File: src/design/axi_define.svh
`ifndef AXI_DEFINE_SVH
`define AXI_DEFINE_SVH

// Master side id, the slave side id adds a master prefix
`define AXI_ID_BITS    4
`define AXI_IDS_BITS   8

`define AXI_ADDR_BITS  32
`define AXI_LEN_BITS   4   // Beats minus one
`define AXI_SIZE_BITS  3

`define AXI_DATA_BITS  32

`endif
File: src/design/axi_pkg.sv
`include "axi_define.svh"

package axi_pkg;

  typedef logic [`AXI_ID_BITS-1:0]     axi_id_t;
  typedef logic [`AXI_IDS_BITS-1:0]    axi_ids_t;    // {master, id}
  typedef logic [`AXI_ADDR_BITS-1:0]   axi_addr_t;
  typedef logic [`AXI_LEN_BITS-1:0]    axi_len_t;
  typedef logic [`AXI_SIZE_BITS-1:0]   axi_size_t;
  typedef logic [1:0]                  axi_burst_t;
  typedef logic [`AXI_DATA_BITS-1:0]   axi_data_t;
  typedef logic [`AXI_DATA_BITS/8-1:0] axi_strb_t;
  typedef logic [1:0]                  axi_resp_t;

  localparam logic [3:0] AXI_MASTER_1_ID = 4'h1;

  localparam axi_resp_t RESP_OKAY   = 2'b00;
  localparam axi_resp_t RESP_DECERR = 2'b11;

  typedef enum logic [1:0] {SLAVE_0, SLAVE_1, SLAVE_DEF} slave_sel_t;

  typedef enum logic {LOCK_FREE, LOCK_M1} aw_lock_t;

  typedef enum logic [1:0] {PHASE_IDLE, PHASE_DATA, PHASE_RESP} w_phase_t;

  typedef struct packed {
    axi_id_t    id;
    axi_addr_t  addr;
    axi_len_t   len;
    axi_size_t  size;
    axi_burst_t burst;
  } aw_m_t;

  // Same fields toward a slave
  typedef struct packed {
    axi_ids_t   ids;
    axi_addr_t  addr;
    axi_len_t   len;
    axi_size_t  size;
    axi_burst_t burst;
  } aw_s_t;

  typedef struct packed {
    axi_data_t data;
    axi_strb_t strb;
    logic      last;
  } w_beat_t;

  typedef struct packed {
    axi_id_t   id;
    axi_resp_t resp;
  } b_m_t;

  typedef struct packed {
    axi_ids_t  ids;
    axi_resp_t resp;
  } b_s_t;

endpackage

File: src/design/axi_wr_bridge.sv
module axi_wr_bridge
  import axi_pkg::*;
#(
  parameter axi_addr_t S0_BASE     = 32'h0000_0000,
  parameter axi_addr_t S1_BASE     = 32'h0001_0000,
  parameter int        REGION_BITS = 16
) (
  input  logic    clk,
  input  logic    rstn,
  // Master
  input  aw_m_t   aw_m,
  input  logic    aw_valid,
  output logic    aw_ready,
  input  w_beat_t w,
  input  logic    w_valid,
  output logic    w_ready,
  output b_m_t    b,
  output logic    b_valid,
  input  logic    b_ready,
  // Slave 0
  output aw_s_t   s0_aw,
  output logic    s0_aw_valid,
  input  logic    s0_aw_ready,
  output w_beat_t s0_w,
  output logic    s0_w_valid,
  input  logic    s0_w_ready,
  input  b_s_t    s0_b,
  input  logic    s0_b_valid,
  output logic    s0_b_ready,
  // Slave 1
  output aw_s_t   s1_aw,
  output logic    s1_aw_valid,
  input  logic    s1_aw_ready,
  output w_beat_t s1_w,
  output logic    s1_w_valid,
  input  logic    s1_w_ready,
  input  b_s_t    s1_b,
  input  logic    s1_b_valid,
  output logic    s1_b_ready
);

  aw_s_t      def_aw;  // Carries the id for DECERR
  logic       def_aw_valid;
  logic       def_aw_ready;
  logic       aw_grant;
  slave_sel_t grant_sel;
  slave_sel_t resp_sel;
  logic       w_idle;
  logic       last_done;
  logic       b_done;

  aw_route #(
    .S0_BASE    (S0_BASE),
    .S1_BASE    (S1_BASE),
    .REGION_BITS(REGION_BITS)
  ) i_aw_route (
    .clk, .rstn, .aw_m, .aw_valid, .aw_ready, .w_idle,
    .s0_aw, .s0_aw_valid, .s0_aw_ready,
    .s1_aw, .s1_aw_valid, .s1_aw_ready,
    .def_aw, .def_aw_valid, .def_aw_ready,
    .aw_grant, .grant_sel
  );

  w_route i_w_route (
    .clk, .rstn, .aw_grant, .grant_sel, .w, .w_valid, .w_ready,
    .s0_w, .s0_w_valid, .s0_w_ready,
    .s1_w, .s1_w_valid, .s1_w_ready,
    .b_done, .w_idle, .last_done, .resp_sel
  );

  b_merge i_b_merge (
    .clk, .rstn, .resp_sel, .last_done,
    .def_aw, .def_aw_valid, .def_aw_ready,
    .s0_b, .s0_b_valid, .s0_b_ready,
    .s1_b, .s1_b_valid, .s1_b_ready,
    .b, .b_valid, .b_ready, .b_done
  );

endmodule

File: src/design/b_merge.sv
`include "axi_define.svh"

module b_merge
  import axi_pkg::*;
(
  input  logic       clk,
  input  logic       rstn,
  input  slave_sel_t resp_sel,
  input  logic       last_done,
  // Default slave address sink
  input  aw_s_t      def_aw,
  input  logic       def_aw_valid,
  output logic       def_aw_ready,
  // Slave responses
  input  b_s_t       s0_b,
  input  logic       s0_b_valid,
  output logic       s0_b_ready,
  input  b_s_t       s1_b,
  input  logic       s1_b_valid,
  output logic       s1_b_ready,
  // Master
  output b_m_t       b,
  output logic       b_valid,
  input  logic       b_ready,
  output logic       b_done
);

  axi_id_t def_id;
  logic    wait_b;  // Last beat taken, response pending

  assign def_aw_ready = 1'b1;

  always_ff @(posedge clk) begin
    if (def_aw_valid && def_aw_ready) begin
      def_id <= def_aw.ids[`AXI_ID_BITS-1:0];
    end
  end

  always_ff @(posedge clk or negedge rstn) begin
    if (!rstn) begin
      wait_b <= 1'b0;
    end else if (last_done) begin
      wait_b <= 1'b1;
    end else if (b_done) begin
      wait_b <= 1'b0;
    end
  end

  // Strip the master prefix on the way back
  always_comb begin
    b_valid    = 1'b0;
    b          = '{id: def_id, resp: RESP_DECERR};
    s0_b_ready = 1'b0;
    s1_b_ready = 1'b0;
    if (wait_b) begin
      case (resp_sel)
        SLAVE_0: begin
          b_valid    = s0_b_valid;
          b          = '{id: s0_b.ids[`AXI_ID_BITS-1:0], resp: s0_b.resp};
          s0_b_ready = b_ready;
        end
        SLAVE_1: begin
          b_valid    = s1_b_valid;
          b          = '{id: s1_b.ids[`AXI_ID_BITS-1:0], resp: s1_b.resp};
          s1_b_ready = b_ready;
        end
        default: b_valid = 1'b1;  // DECERR, one cycle after last beat
      endcase
    end
  end

  assign b_done = b_valid && b_ready;

endmodule

File: src/design/w_route.sv
module w_route
  import axi_pkg::*;
(
  input  logic       clk,
  input  logic       rstn,
  // Address grant
  input  logic       aw_grant,
  input  slave_sel_t grant_sel,
  // Master
  input  w_beat_t    w,
  input  logic       w_valid,
  output logic       w_ready,
  // Slaves
  output w_beat_t    s0_w,
  output logic       s0_w_valid,
  input  logic       s0_w_ready,
  output w_beat_t    s1_w,
  output logic       s1_w_valid,
  input  logic       s1_w_ready,
  // Response side
  input  logic       b_done,
  output logic       w_idle,
  output logic       last_done,
  output slave_sel_t resp_sel
);

  w_phase_t   phase;
  w_phase_t   phase_next;
  slave_sel_t sel_r;  // Slave of the granted burst

  always_ff @(posedge clk or negedge rstn) begin
    if (!rstn) begin
      phase <= PHASE_IDLE;
      sel_r <= SLAVE_0;
    end else begin
      phase <= phase_next;
      if (aw_grant) begin
        sel_r <= grant_sel;
      end
    end
  end

  always_comb begin
    phase_next = phase;
    case (phase)
      PHASE_IDLE: begin
        if (aw_grant) phase_next = PHASE_DATA;
      end
      PHASE_DATA: begin
        if (last_done) phase_next = PHASE_RESP;
      end
      PHASE_RESP: begin
        if (b_done) phase_next = PHASE_IDLE;
      end
      default: phase_next = PHASE_IDLE;
    endcase
  end

  // Beats pass only after their address
  always_comb begin
    s0_w_valid = 1'b0;
    s1_w_valid = 1'b0;
    w_ready    = 1'b0;
    if (phase == PHASE_DATA) begin
      case (sel_r)
        SLAVE_0: begin
          s0_w_valid = w_valid;
          w_ready    = s0_w_ready;
        end
        SLAVE_1: begin
          s1_w_valid = w_valid;
          w_ready    = s1_w_ready;
        end
        default: w_ready = 1'b1;  // Default slave sinks everything
      endcase
    end
  end

  assign s0_w = w;
  assign s1_w = w;

  assign last_done = (phase == PHASE_DATA) && w_valid && w_ready && w.last;
  assign w_idle    = (phase == PHASE_IDLE);
  assign resp_sel  = sel_r;

endmodule

File: src/design/aw_route.sv
`include "axi_define.svh"

module aw_route
  import axi_pkg::*;
#(
  parameter axi_addr_t S0_BASE     = 32'h0000_0000,
  parameter axi_addr_t S1_BASE     = 32'h0001_0000,
  parameter int        REGION_BITS = 16
) (
  input  logic       clk,
  input  logic       rstn,
  // Master
  input  aw_m_t      aw_m,
  input  logic       aw_valid,
  output logic       aw_ready,
  input  logic       w_idle,
  // Slave 0
  output aw_s_t      s0_aw,
  output logic       s0_aw_valid,
  input  logic       s0_aw_ready,
  // Slave 1
  output aw_s_t      s1_aw,
  output logic       s1_aw_valid,
  input  logic       s1_aw_ready,
  // Default slave
  output aw_s_t      def_aw,
  output logic       def_aw_valid,
  input  logic       def_aw_ready,
  // To the data and response side
  output logic       aw_grant,
  output slave_sel_t grant_sel
);

  aw_lock_t   lock;
  aw_lock_t   lock_next;
  aw_s_t      aw_live;
  aw_s_t      aw_hold;
  aw_s_t      aw_out;
  slave_sel_t sel;
  logic       fast;
  logic       slow;
  logic       out_valid;
  logic       sel_ready;

  function automatic slave_sel_t decode(axi_addr_t addr);
    if (addr[`AXI_ADDR_BITS-1 -: REGION_BITS] == S0_BASE[`AXI_ADDR_BITS-1 -: REGION_BITS])
      return SLAVE_0;
    if (addr[`AXI_ADDR_BITS-1 -: REGION_BITS] == S1_BASE[`AXI_ADDR_BITS-1 -: REGION_BITS])
      return SLAVE_1;
    return SLAVE_DEF;  // Unmapped space
  endfunction

  // Prefix the master number onto the id
  assign aw_live = '{
    ids:   {AXI_MASTER_1_ID, aw_m.id},
    addr:  aw_m.addr,
    len:   aw_m.len,
    size:  aw_m.size,
    burst: aw_m.burst
  };

  assign fast      = (lock == LOCK_FREE) && w_idle && aw_valid;
  assign slow      = (lock == LOCK_M1);
  assign aw_out    = slow ? aw_hold : aw_live;  // Latched copy while stalled
  assign out_valid = fast || slow;
  assign sel       = decode(aw_out.addr);

  always_ff @(posedge clk or negedge rstn) begin
    if (!rstn) begin
      lock <= LOCK_FREE;
    end else begin
      lock <= lock_next;
    end
  end

  always_comb begin
    lock_next = lock;
    case (lock)
      LOCK_FREE: begin
        if (fast && !sel_ready) lock_next = LOCK_M1;
      end
      LOCK_M1: begin
        if (sel_ready) lock_next = LOCK_FREE;
      end
      default: lock_next = LOCK_FREE;
    endcase
  end

  always_ff @(posedge clk) begin
    if (fast && !sel_ready) begin
      aw_hold <= aw_live;
    end
  end

  // Only the chosen slave's ready goes back
  always_comb begin
    case (sel)
      SLAVE_0: sel_ready = s0_aw_ready;
      SLAVE_1: sel_ready = s1_aw_ready;
      default: sel_ready = def_aw_ready;
    endcase
  end

  assign s0_aw  = aw_out;
  assign s1_aw  = aw_out;
  assign def_aw = aw_out;

  assign s0_aw_valid  = out_valid && (sel == SLAVE_0);
  assign s1_aw_valid  = out_valid && (sel == SLAVE_1);
  assign def_aw_valid = out_valid && (sel == SLAVE_DEF);

  assign aw_grant  = out_valid && sel_ready;  // Transfer edge
  assign aw_ready  = aw_grant;
  assign grant_sel = sel;

endmodule

File: config.mk
export PLATFORM = sky130hd
export DESIGN_NAME = axi_wr_bridge
export DESIGN_NICKNAME = d
export VERILOG_FILES = /design/src/design/axi_pkg.sv /design/src/design/axi_wr_bridge.sv /design/src/design/b_merge.sv /design/src/design/w_route.sv /design/src/design/aw_route.sv
export VERILOG_INCLUDE_DIRS = /design/src /design/src/design
export SDC_FILE = /design/constraint.sdc
export NUM_CORES = 1
export LEC_CHECK = 0
export BUFFER_PORTS_ARGS = -buffer_cell sky130_fd_sc_hd__buf_2
export CAP_MARGIN = 20
export CORE_AREA = 2 2 115 117
export CTS_CLUSTER_DIAMETER = 80
export DETAILED_ROUTE_END_ITERATION = 10
export DIE_AREA = 0 0 117 119
export GPL_TIMING_DRIVEN = 0
export PLACE_DENSITY_LB_ADDON = 0.3
export SLEW_MARGIN = 10
export SYNTH_ARGS = -nofsm -noshare
export SYNTH_HDL_FRONTEND = slang
export SYNTH_SLANG_ARGS = --single-unit
File: constraint.sdc
create_clock -name clk -period 8.4 [get_ports clk]
set_clock_uncertainty 0.2 [all_clocks]
set_input_delay 1.68 -clock clk [delete_from_list [all_inputs] [get_ports clk]]
set_output_delay 1.68 -clock clk [all_outputs]
set_load 0.02 [all_outputs]
==> results.toml, run 1 <==
[worst_hold_path]
min_path_type = "flip-flop to flip-flop"

[layout]
antenna_cells = 0
fillers = 1251
nets = 677
syn_to_final_growth_pct = 46.84
layout-drive-gt1-share = 0.7681
utilization = 0.4037

[routing]
ant_nets = 0
vias = 2960
routedWlPerCell_um = 13.14
drc = 0
drtIter0Drc = 75
vias_per_cell = 3.995
drt_pass1_iterations = 4
wl_mm = 9.737

[die]
die_y_um = 119
ios = 300
dieArea_um2 = 13920
die_x_um = 117
start_util = 0.2749
num_rows = 42
coreArea_um2 = 12870

[sta]
worst_pin_slew_ps = 754.6
finalCriticalPeriod_ps = 5318
final.period_utilization = 0.6331
finalSetupTns_ps = 0
rsz0062_at_grt = "no"
slew_viol_final = 0
fmax_mhz = 188.0
finalSetupViolations = 0
max-slew-margin-rel = 0.4942
final_hold_viol_count = 0

[global_route]
grt_pass1_wl_mm = 14.08
grt_pass1_vias = 2730
grt_use_total = 0.1300
grt_max_degree = 17
antenna_found_initial = 0
globalRouteOverflowTotal = 0

[yosys]
ys_seq_area_frac = 0.4581
synth_top_area_cell = "edfxtp_1"
ys_top_cells_by_area = "edfxtp_1 42%, buf_4 27%, mux2_2 14%"
ys_ff_latch = 55
avgSynthCellArea_um2 = 11.80
ys_types = 32
netlist_area_um2 = 3540
synth_cells = 300
yosysWarnings = 0
synth_top_area_frac = 0.4157

[clock_tree]
clock_latency_ps = 290
cts-resized-gates = 0
cts_tree = "built"
cts_sinks = 55
cts_buffers = 5
clk_pin_slew_ps = 70
cts_root_buf = "clkbuf_16"
postCtsSetupBuffers = 0
cts-htree-levels = 2
cts_hold_buf = 0
clock_path_buffers = 2

[power]
combPwrFrac = 0.338
p_int_w = 0.0005357
p_per_area_nw_per_um2 = 152.7
p_clk_frac = 0.254
pwr-share-seq = 0.408
ir_drop_mv = 0.08407
p_switching_w = 0.0002582
p_sw_frac = 0.3252
p_leak_nw = 2.539

[setup_path]
critPathCaptureType = "primary output"
cp.required_ps = 6520
worstPathArrival_ps = 3440
critPathMaxFanout = 7
criticalPathCategory = "primary input to primary output"
critPathLaunchType = "primary input"

[placed_design]
place_congestion = 0.7577
hpwl_mm = 8.294
port_buffers = 247

[run]
cap_violations = 0

[status]
status = "finished clean"
-- final timing paths --
kind | startpoint | to | slack [ps] | cells past startpoint
max | aw_m[32] | s1_aw_valid | 3080 | 6
max in group asynchronous | rstn | i_w_route.resp_sel[1] | 6850 | 1
max reg2reg | i_aw_route.lock | i_aw_route.aw_hold[9] | 4680 | 9
min reg2reg | i_b_merge.wait_b | i_b_merge.wait_b | 360 | 1
min in group asynchronous | rstn | i_w_route.resp_sel[0] | 1000 | 1
min | i_b_merge.wait_b | i_b_merge.wait_b | 360 | 1
-- stage by stage --
step / instances / setup slack [ps] / hold WS [ps] / area (um^2) / total power [W]
5_1_grt: 741 / 2972 / 382.6 / 5197 / 0.0008366
3_3_place_gp: 729 / -202.9 / 333.5 / 5019 / 0.0005978
4_1_cts: 741 / 3070 / 355.3 / 5197 / 0.0008064
2_1_floorplan: 306 / 1662 / 287.6 / 3562 / 0.0005085
3_5_place_dp: 733 / 3082 / 338.3 / 5057 / 0.0006002
6_report: 741 / 3082 / 355.4 / 5197 / 0.0007939
-- Yosys cell counts --
master and n:
o21a_1 1, clkbuf_1 6, o21ai_0 7, conb_1 2, buf_4 127, mux2_2 43
nor2b_1 1, nand2b_1 2, nor4_1 6, a31o_2 1, and3_1 3, mux2i_1 8
nand2_1 9, inv_1 4, a211oi_1 1, o21bai_1 1, dfrtp_1 6, o2bb2ai_1 1
nor3_1 3, a211oi_4 1, nor2_1 4, or4b_1 1, mux2_4 2, and2_1 1
edfxtp_1 49, buf_6 1, nor3b_1 3, nand3b_1 1, a21o_1 1, a21oi_1 2
or4_4 1, nand3_1 1
-- critical path: stages --
cell,delay [ps]
buf_2,110
mux2_4,270
or4_4,570
a211oi_4,360
nor3b_1,240
buf_2,210
-- cells by family (layout without fill, tap and decap cells) --
family                 after synthesis  in the layout  synth area share
buffers and inverters              138            397            0.2831
muxes                               53             53            0.1679
other                                2              8          0.002122
and+or+nand+nor                     36             36           0.05691
DFF                                 55             55            0.4581
AOI/OAI and AO/OA                   16             16           0.03182
-- placed cells by master, fill, tap and decap left out, types with 2 or more instances in the layout --
cell,count
buf_2,247
buf_4,130
edfxtp_1,49
mux2_2,43
nand2_1,9
mux2i_1,8
conb_1,8
o21ai_0,7
clkbuf_1,6
nor4_1,6
dfrtp_1,6
clkbuf_16,5
inv_1,4
nor2_1,4
nor3b_1,3
and3_1,3
buf_6,2
mux2_4,2
nand2b_1,2
nor3_1,2
a21oi_1,2
clkinv_1,2
-- flip-flops by register name, summed over array words and instances, names as in the netlist --
signal	flops
i_w_route.resp_sel	2
i_b_merge.def_id	4
i_aw_route.lock	1
i_b_merge.wait_b	1
i_aw_route.aw_hold	45
i_w_route.phase	2
-- layer usage --
metal  vias up  global-route usage  share of wire
met3        14             0.03206          0.093
met2       184              0.2424           0.51
met5         -                   0              0
met1      1333              0.1398           0.38
met4         0             0.04485          0.020
li1       1429                   -              -
-- area by class of cell --
class / count / area, um^2 / share of cell area
timing repair buffer: 251 / 1270 / 0.2443
clock inverter: 3 / 15.01 / 0.002889
inverter: 4 / 15.01 / 0.002889
tap: 176 / 220.2 / 0.04237
sequential: 55 / 1622 / 0.3120
buffer: 134 / 987.2 / 0.1899
clock buffer: 5 / 125.1 / 0.02407
multi-input combinational: 113 / 943.4 / 0.1815
-- power by group through the flow --
stage | combinational (W) | sequential [W] | clock [W]
detailed placement | 0.000270 | 0.000330 | 0
floorplan | 0.000182 | 0.000326 | 0
CTS | 0.000271 | 0.000324 | 0.000212
global placement | 0.000268 | 0.000329 | 0
global route | 0.000290 | 0.000326 | 0.000221
finish | 0.000268 | 0.000324 | 0.000202
Note: power is estimated with default switching activity, not from simulation.
==> run 2, diff against run 1 <==
--- a/config.mk
+++ b/config.mk
@@ -6,12 +6,13 @@
 export SDC_FILE = /design/constraint.sdc
 export NUM_CORES = 1
 export LEC_CHECK = 0
+export ABC_AREA = 1
 export BUFFER_PORTS_ARGS = -buffer_cell sky130_fd_sc_hd__buf_2
 export CAP_MARGIN = 20
-export CORE_AREA = 2 2 115 117
+export CORE_AREA = 2 2 118 120
 export CTS_CLUSTER_DIAMETER = 80
 export DETAILED_ROUTE_END_ITERATION = 10
-export DIE_AREA = 0 0 117 119
+export DIE_AREA = 0 0 120 122
 export GPL_TIMING_DRIVEN = 0
 export PLACE_DENSITY_LB_ADDON = 0.3
 export SLEW_MARGIN = 10
==> constraint.sdc (replaced) <==
create_clock -name clk -period 5.5 [get_ports clk]
set_clock_uncertainty 0.2 [all_clocks]
set_input_delay 1.1 -clock clk [delete_from_list [all_inputs] [get_ports clk]]
set_output_delay 1.1 -clock clk [all_outputs]
set_load 0.02 [all_outputs]
==> run 2 against run 1 <==
Critical path depth increased by 4; combinational power increased by 72%; via count increased by 16%; sequential share of layout area decreased by 0.85 points; hold slack got worse by 20 ps; sequential power increased by 50%; non-clock buffer count increased by 1; critical path type unchanged; critical endpoint is now aw_ready.
==> results.toml, run 2 <==
[status]
status = "finished clean"

[global_route]
grt_max_degree = 30
globalRouteOverflowTotal = 0
antenna_found_initial = 0
grt_pass1_vias = 3052
grt_pass1_wl_mm = 16.29
grt_use_total = 0.1419

[routing]
vias_per_cell = 3.945
vias = 3440
routedWlPerCell_um = 12.88
drc = 0
drtIter0Drc = 128
drt_pass1_iterations = 4
wl_mm = 11.23
ant_nets = 0

[layout]
antenna_cells = 0
layout_commonest_cell = "buf_2"
largest_reg_flops = 45
nets = 804
layout-drive-gt1-share = 0.6055
top_register = "i_aw_route.aw_hold"
mostFrequentLayoutCells = "249 x buf_2, 148 x nand2_1, 128 x buf_4"
syn_to_final_growth_pct = 44.84
fin_cells = 872
largestRegisters = "i_aw_route.aw_hold: 45 flops, i_b_merge.def_id: 4 flops"

[clock_tree]
cts_tree = "built"
cts-resized-gates = 0
postCtsSetupBuffers = 0
cts_buffers = 5
cts_hold_buf = 0
cts_root_buf = "clkbuf_16"
cts-htree-levels = 2
clock_latency_ps = 290
cts_sinks = 55
clock_path_buffers = 2
clk_pin_slew_ps = 70

[setup_path]
cp_slowest_cell = "nor2_1"
worstPathArrival_ps = 2250
max_stage_delay_ps = 170
timing.rr.start = "i_aw_route.lock"
critPathCaptureType = "primary output"
rr_worst_depth = 12
ff2ff_setup_slack_ps = 2660
crit_path_cell_trace = "buf_2 > nand2_1 > nand2_1 > nor2_1 > nand2_1 > nor2_2 > nand3_2 > nand3_2 > inv_1 > buf_2"
criticalPathCategory = "primary input to primary output"
cpMostUsedCell = "nand2_1"
cp.required_ps = 4200
critPathMaxFanout = 4
r2r-end = "i_aw_route.aw_hold[43]"
critPathLaunchType = "primary input"

[yosys]
synth_cells = 430
synth_edf_count = 49
ys_top_cells_by_area = "edfxtp_1 40%, buf_4 26%, nand2_1 15%"
synth_ff_type = "edfxtp_1"
avgSynthCellArea_um2 = 8.578
netlist_area_um2 = 3689
netlist_top_cells_count = "148 x nand2_1, 128 x buf_4, 49 x edfxtp_1"
synthArstFlopShare = 0.1091
synth_top_area_frac = 0.3989
ys_types = 25
ys_ff_latch = 55
ys_seq_area_frac = 0.4396
yosysWarnings = 0
post-synth-top-count-cell = "nand2_1"
synth_top_area_cell = "edfxtp_1"

[placed_design]
post-place-cells = 864
hpwl_mm = 9.450
place_congestion = 0.7477
port_buffers = 247

[die]
start_util = 0.2731
ios = 300
dieArea_um2 = 14640
num_rows = 43
coreArea_um2 = 13500
die_x_um = 120
die_y_um = 122

[sta]
fmax_mhz = 281.5
max-slew-margin-rel = 0.6326
final.period_utilization = 0.6460
worst_hold_slack_ps = 335.4
finalSetupViolations = 0
finalSetupTns_ps = 0
rsz0062_at_grt = "no"
finalCriticalPeriod_ps = 3553
worst_pin_slew_ps = 549.7
slew_viol_final = 0
final_hold_viol_count = 0

[power]
ir_drop_mv = 0.1384
combPwrFrac = 0.362
p_per_area_nw_per_um2 = 237.7
p_sw_frac = 0.3496
p_switching_w = 0.0004439
p_clk_frac = 0.254
p_leak_nw = 2.865
pwr-share-seq = 0.384
p_int_w = 0.0008259

[worst_hold_path]
holdPathStages = 2
min_path_type = "flip-flop to flip-flop"
worstHoldStart = "i_w_route.resp_sel[0]"
hold_end = "i_w_route.resp_sel[0]"

[run]
cap_violations = 0
[run 2: final cells by class]
cell class / instances / area (um^2)
buffer: 138 / 1023
fill: 1419 / 8162
multi-input combinational: 226 / 1005
tap: 180 / 225.2
clock buffer: 6 / 128.9
inverter: 17 / 66.31
sequential: 55 / 1622
clock inverter: 2 / 16.27
timing repair buffer: 248 / 1256
[run 2: stage by stage]
step / util / total power, W / instance area [um^2] / worst slack (ps)
after CTS: 0.3956 / 0.001297 / 5343 / 1914
final: 0.3956 / 0.001270 / 5343 / 1947
after detailed placement: 0.3849 / 0.0009632 / 5197 / 1918
after floorplan: - / 0.0008042 / 3711 / 1809
after global routing: 0.3956 / 0.001346 / 5343 / 1753
after global placement: 0.3830 / 0.0009597 / 5172 / 999.4
[run 2: power by group through the flow]
stage	combinational [W]	clock (W)	sequential, W
after floorplan	0.000312	0	0.000492
after global placement	0.000462	0	0.000497
after detailed placement	0.000466	0	0.000498
after CTS	0.000467	0.000341	0.000488
after global routing	0.000502	0.000354	0.000490
final	0.000460	0.000322	0.000487
[run 2: cell families (layout without fill, tap and decap cells)]
| kind of cell | Yosys count | after routing | synth area share |
|---|---|---|---|
| buffers and inverters | 155 | 411 | 0.2955 |
| DFF | 55 | 55 | 0.4396 |
| other | 2 | 8 | 0.002036 |
| and+or+nand+nor | 206 | 206 | 0.2419 |
| AOI/OAI and AO/OA | 12 | 12 | 0.02103 |
[run 2: routing by layer]
metal | up-vias | track usage | wire length (um)
met5 | - | 0 | 0
met4 | 0 | 0.03162 | 119
met3 | 8 | 0.03511 | 961
met2 | 176 | 0.2475 | 5581
met1 | 1519 | 0.1774 | 4571
li1 | 1737 | - | -
[run 2: worst max-delay path by stage]
stage                              to  depth (start not counted)     start  slack [ps]
2_1_floorplan   i_aw_route.aw_hold[0]                          9  aw_m[36]        1810
3_3_place_gp   i_aw_route.aw_hold[41]                         10  aw_m[36]        1000
3_5_place_dp                 aw_ready                         10  aw_m[36]        1920
4_1_cts                      aw_ready                         10  aw_m[36]        1910
5_1_grt                      aw_ready                         10  aw_m[26]        1750
6_report                     aw_ready                         10  aw_m[26]        1950
[run 2: worst max-delay path: cells and delay by family]
kind                   cells  cell delay (ps)
buffers and inverters      3              300
AND/OR/NAND/NOR            7              840
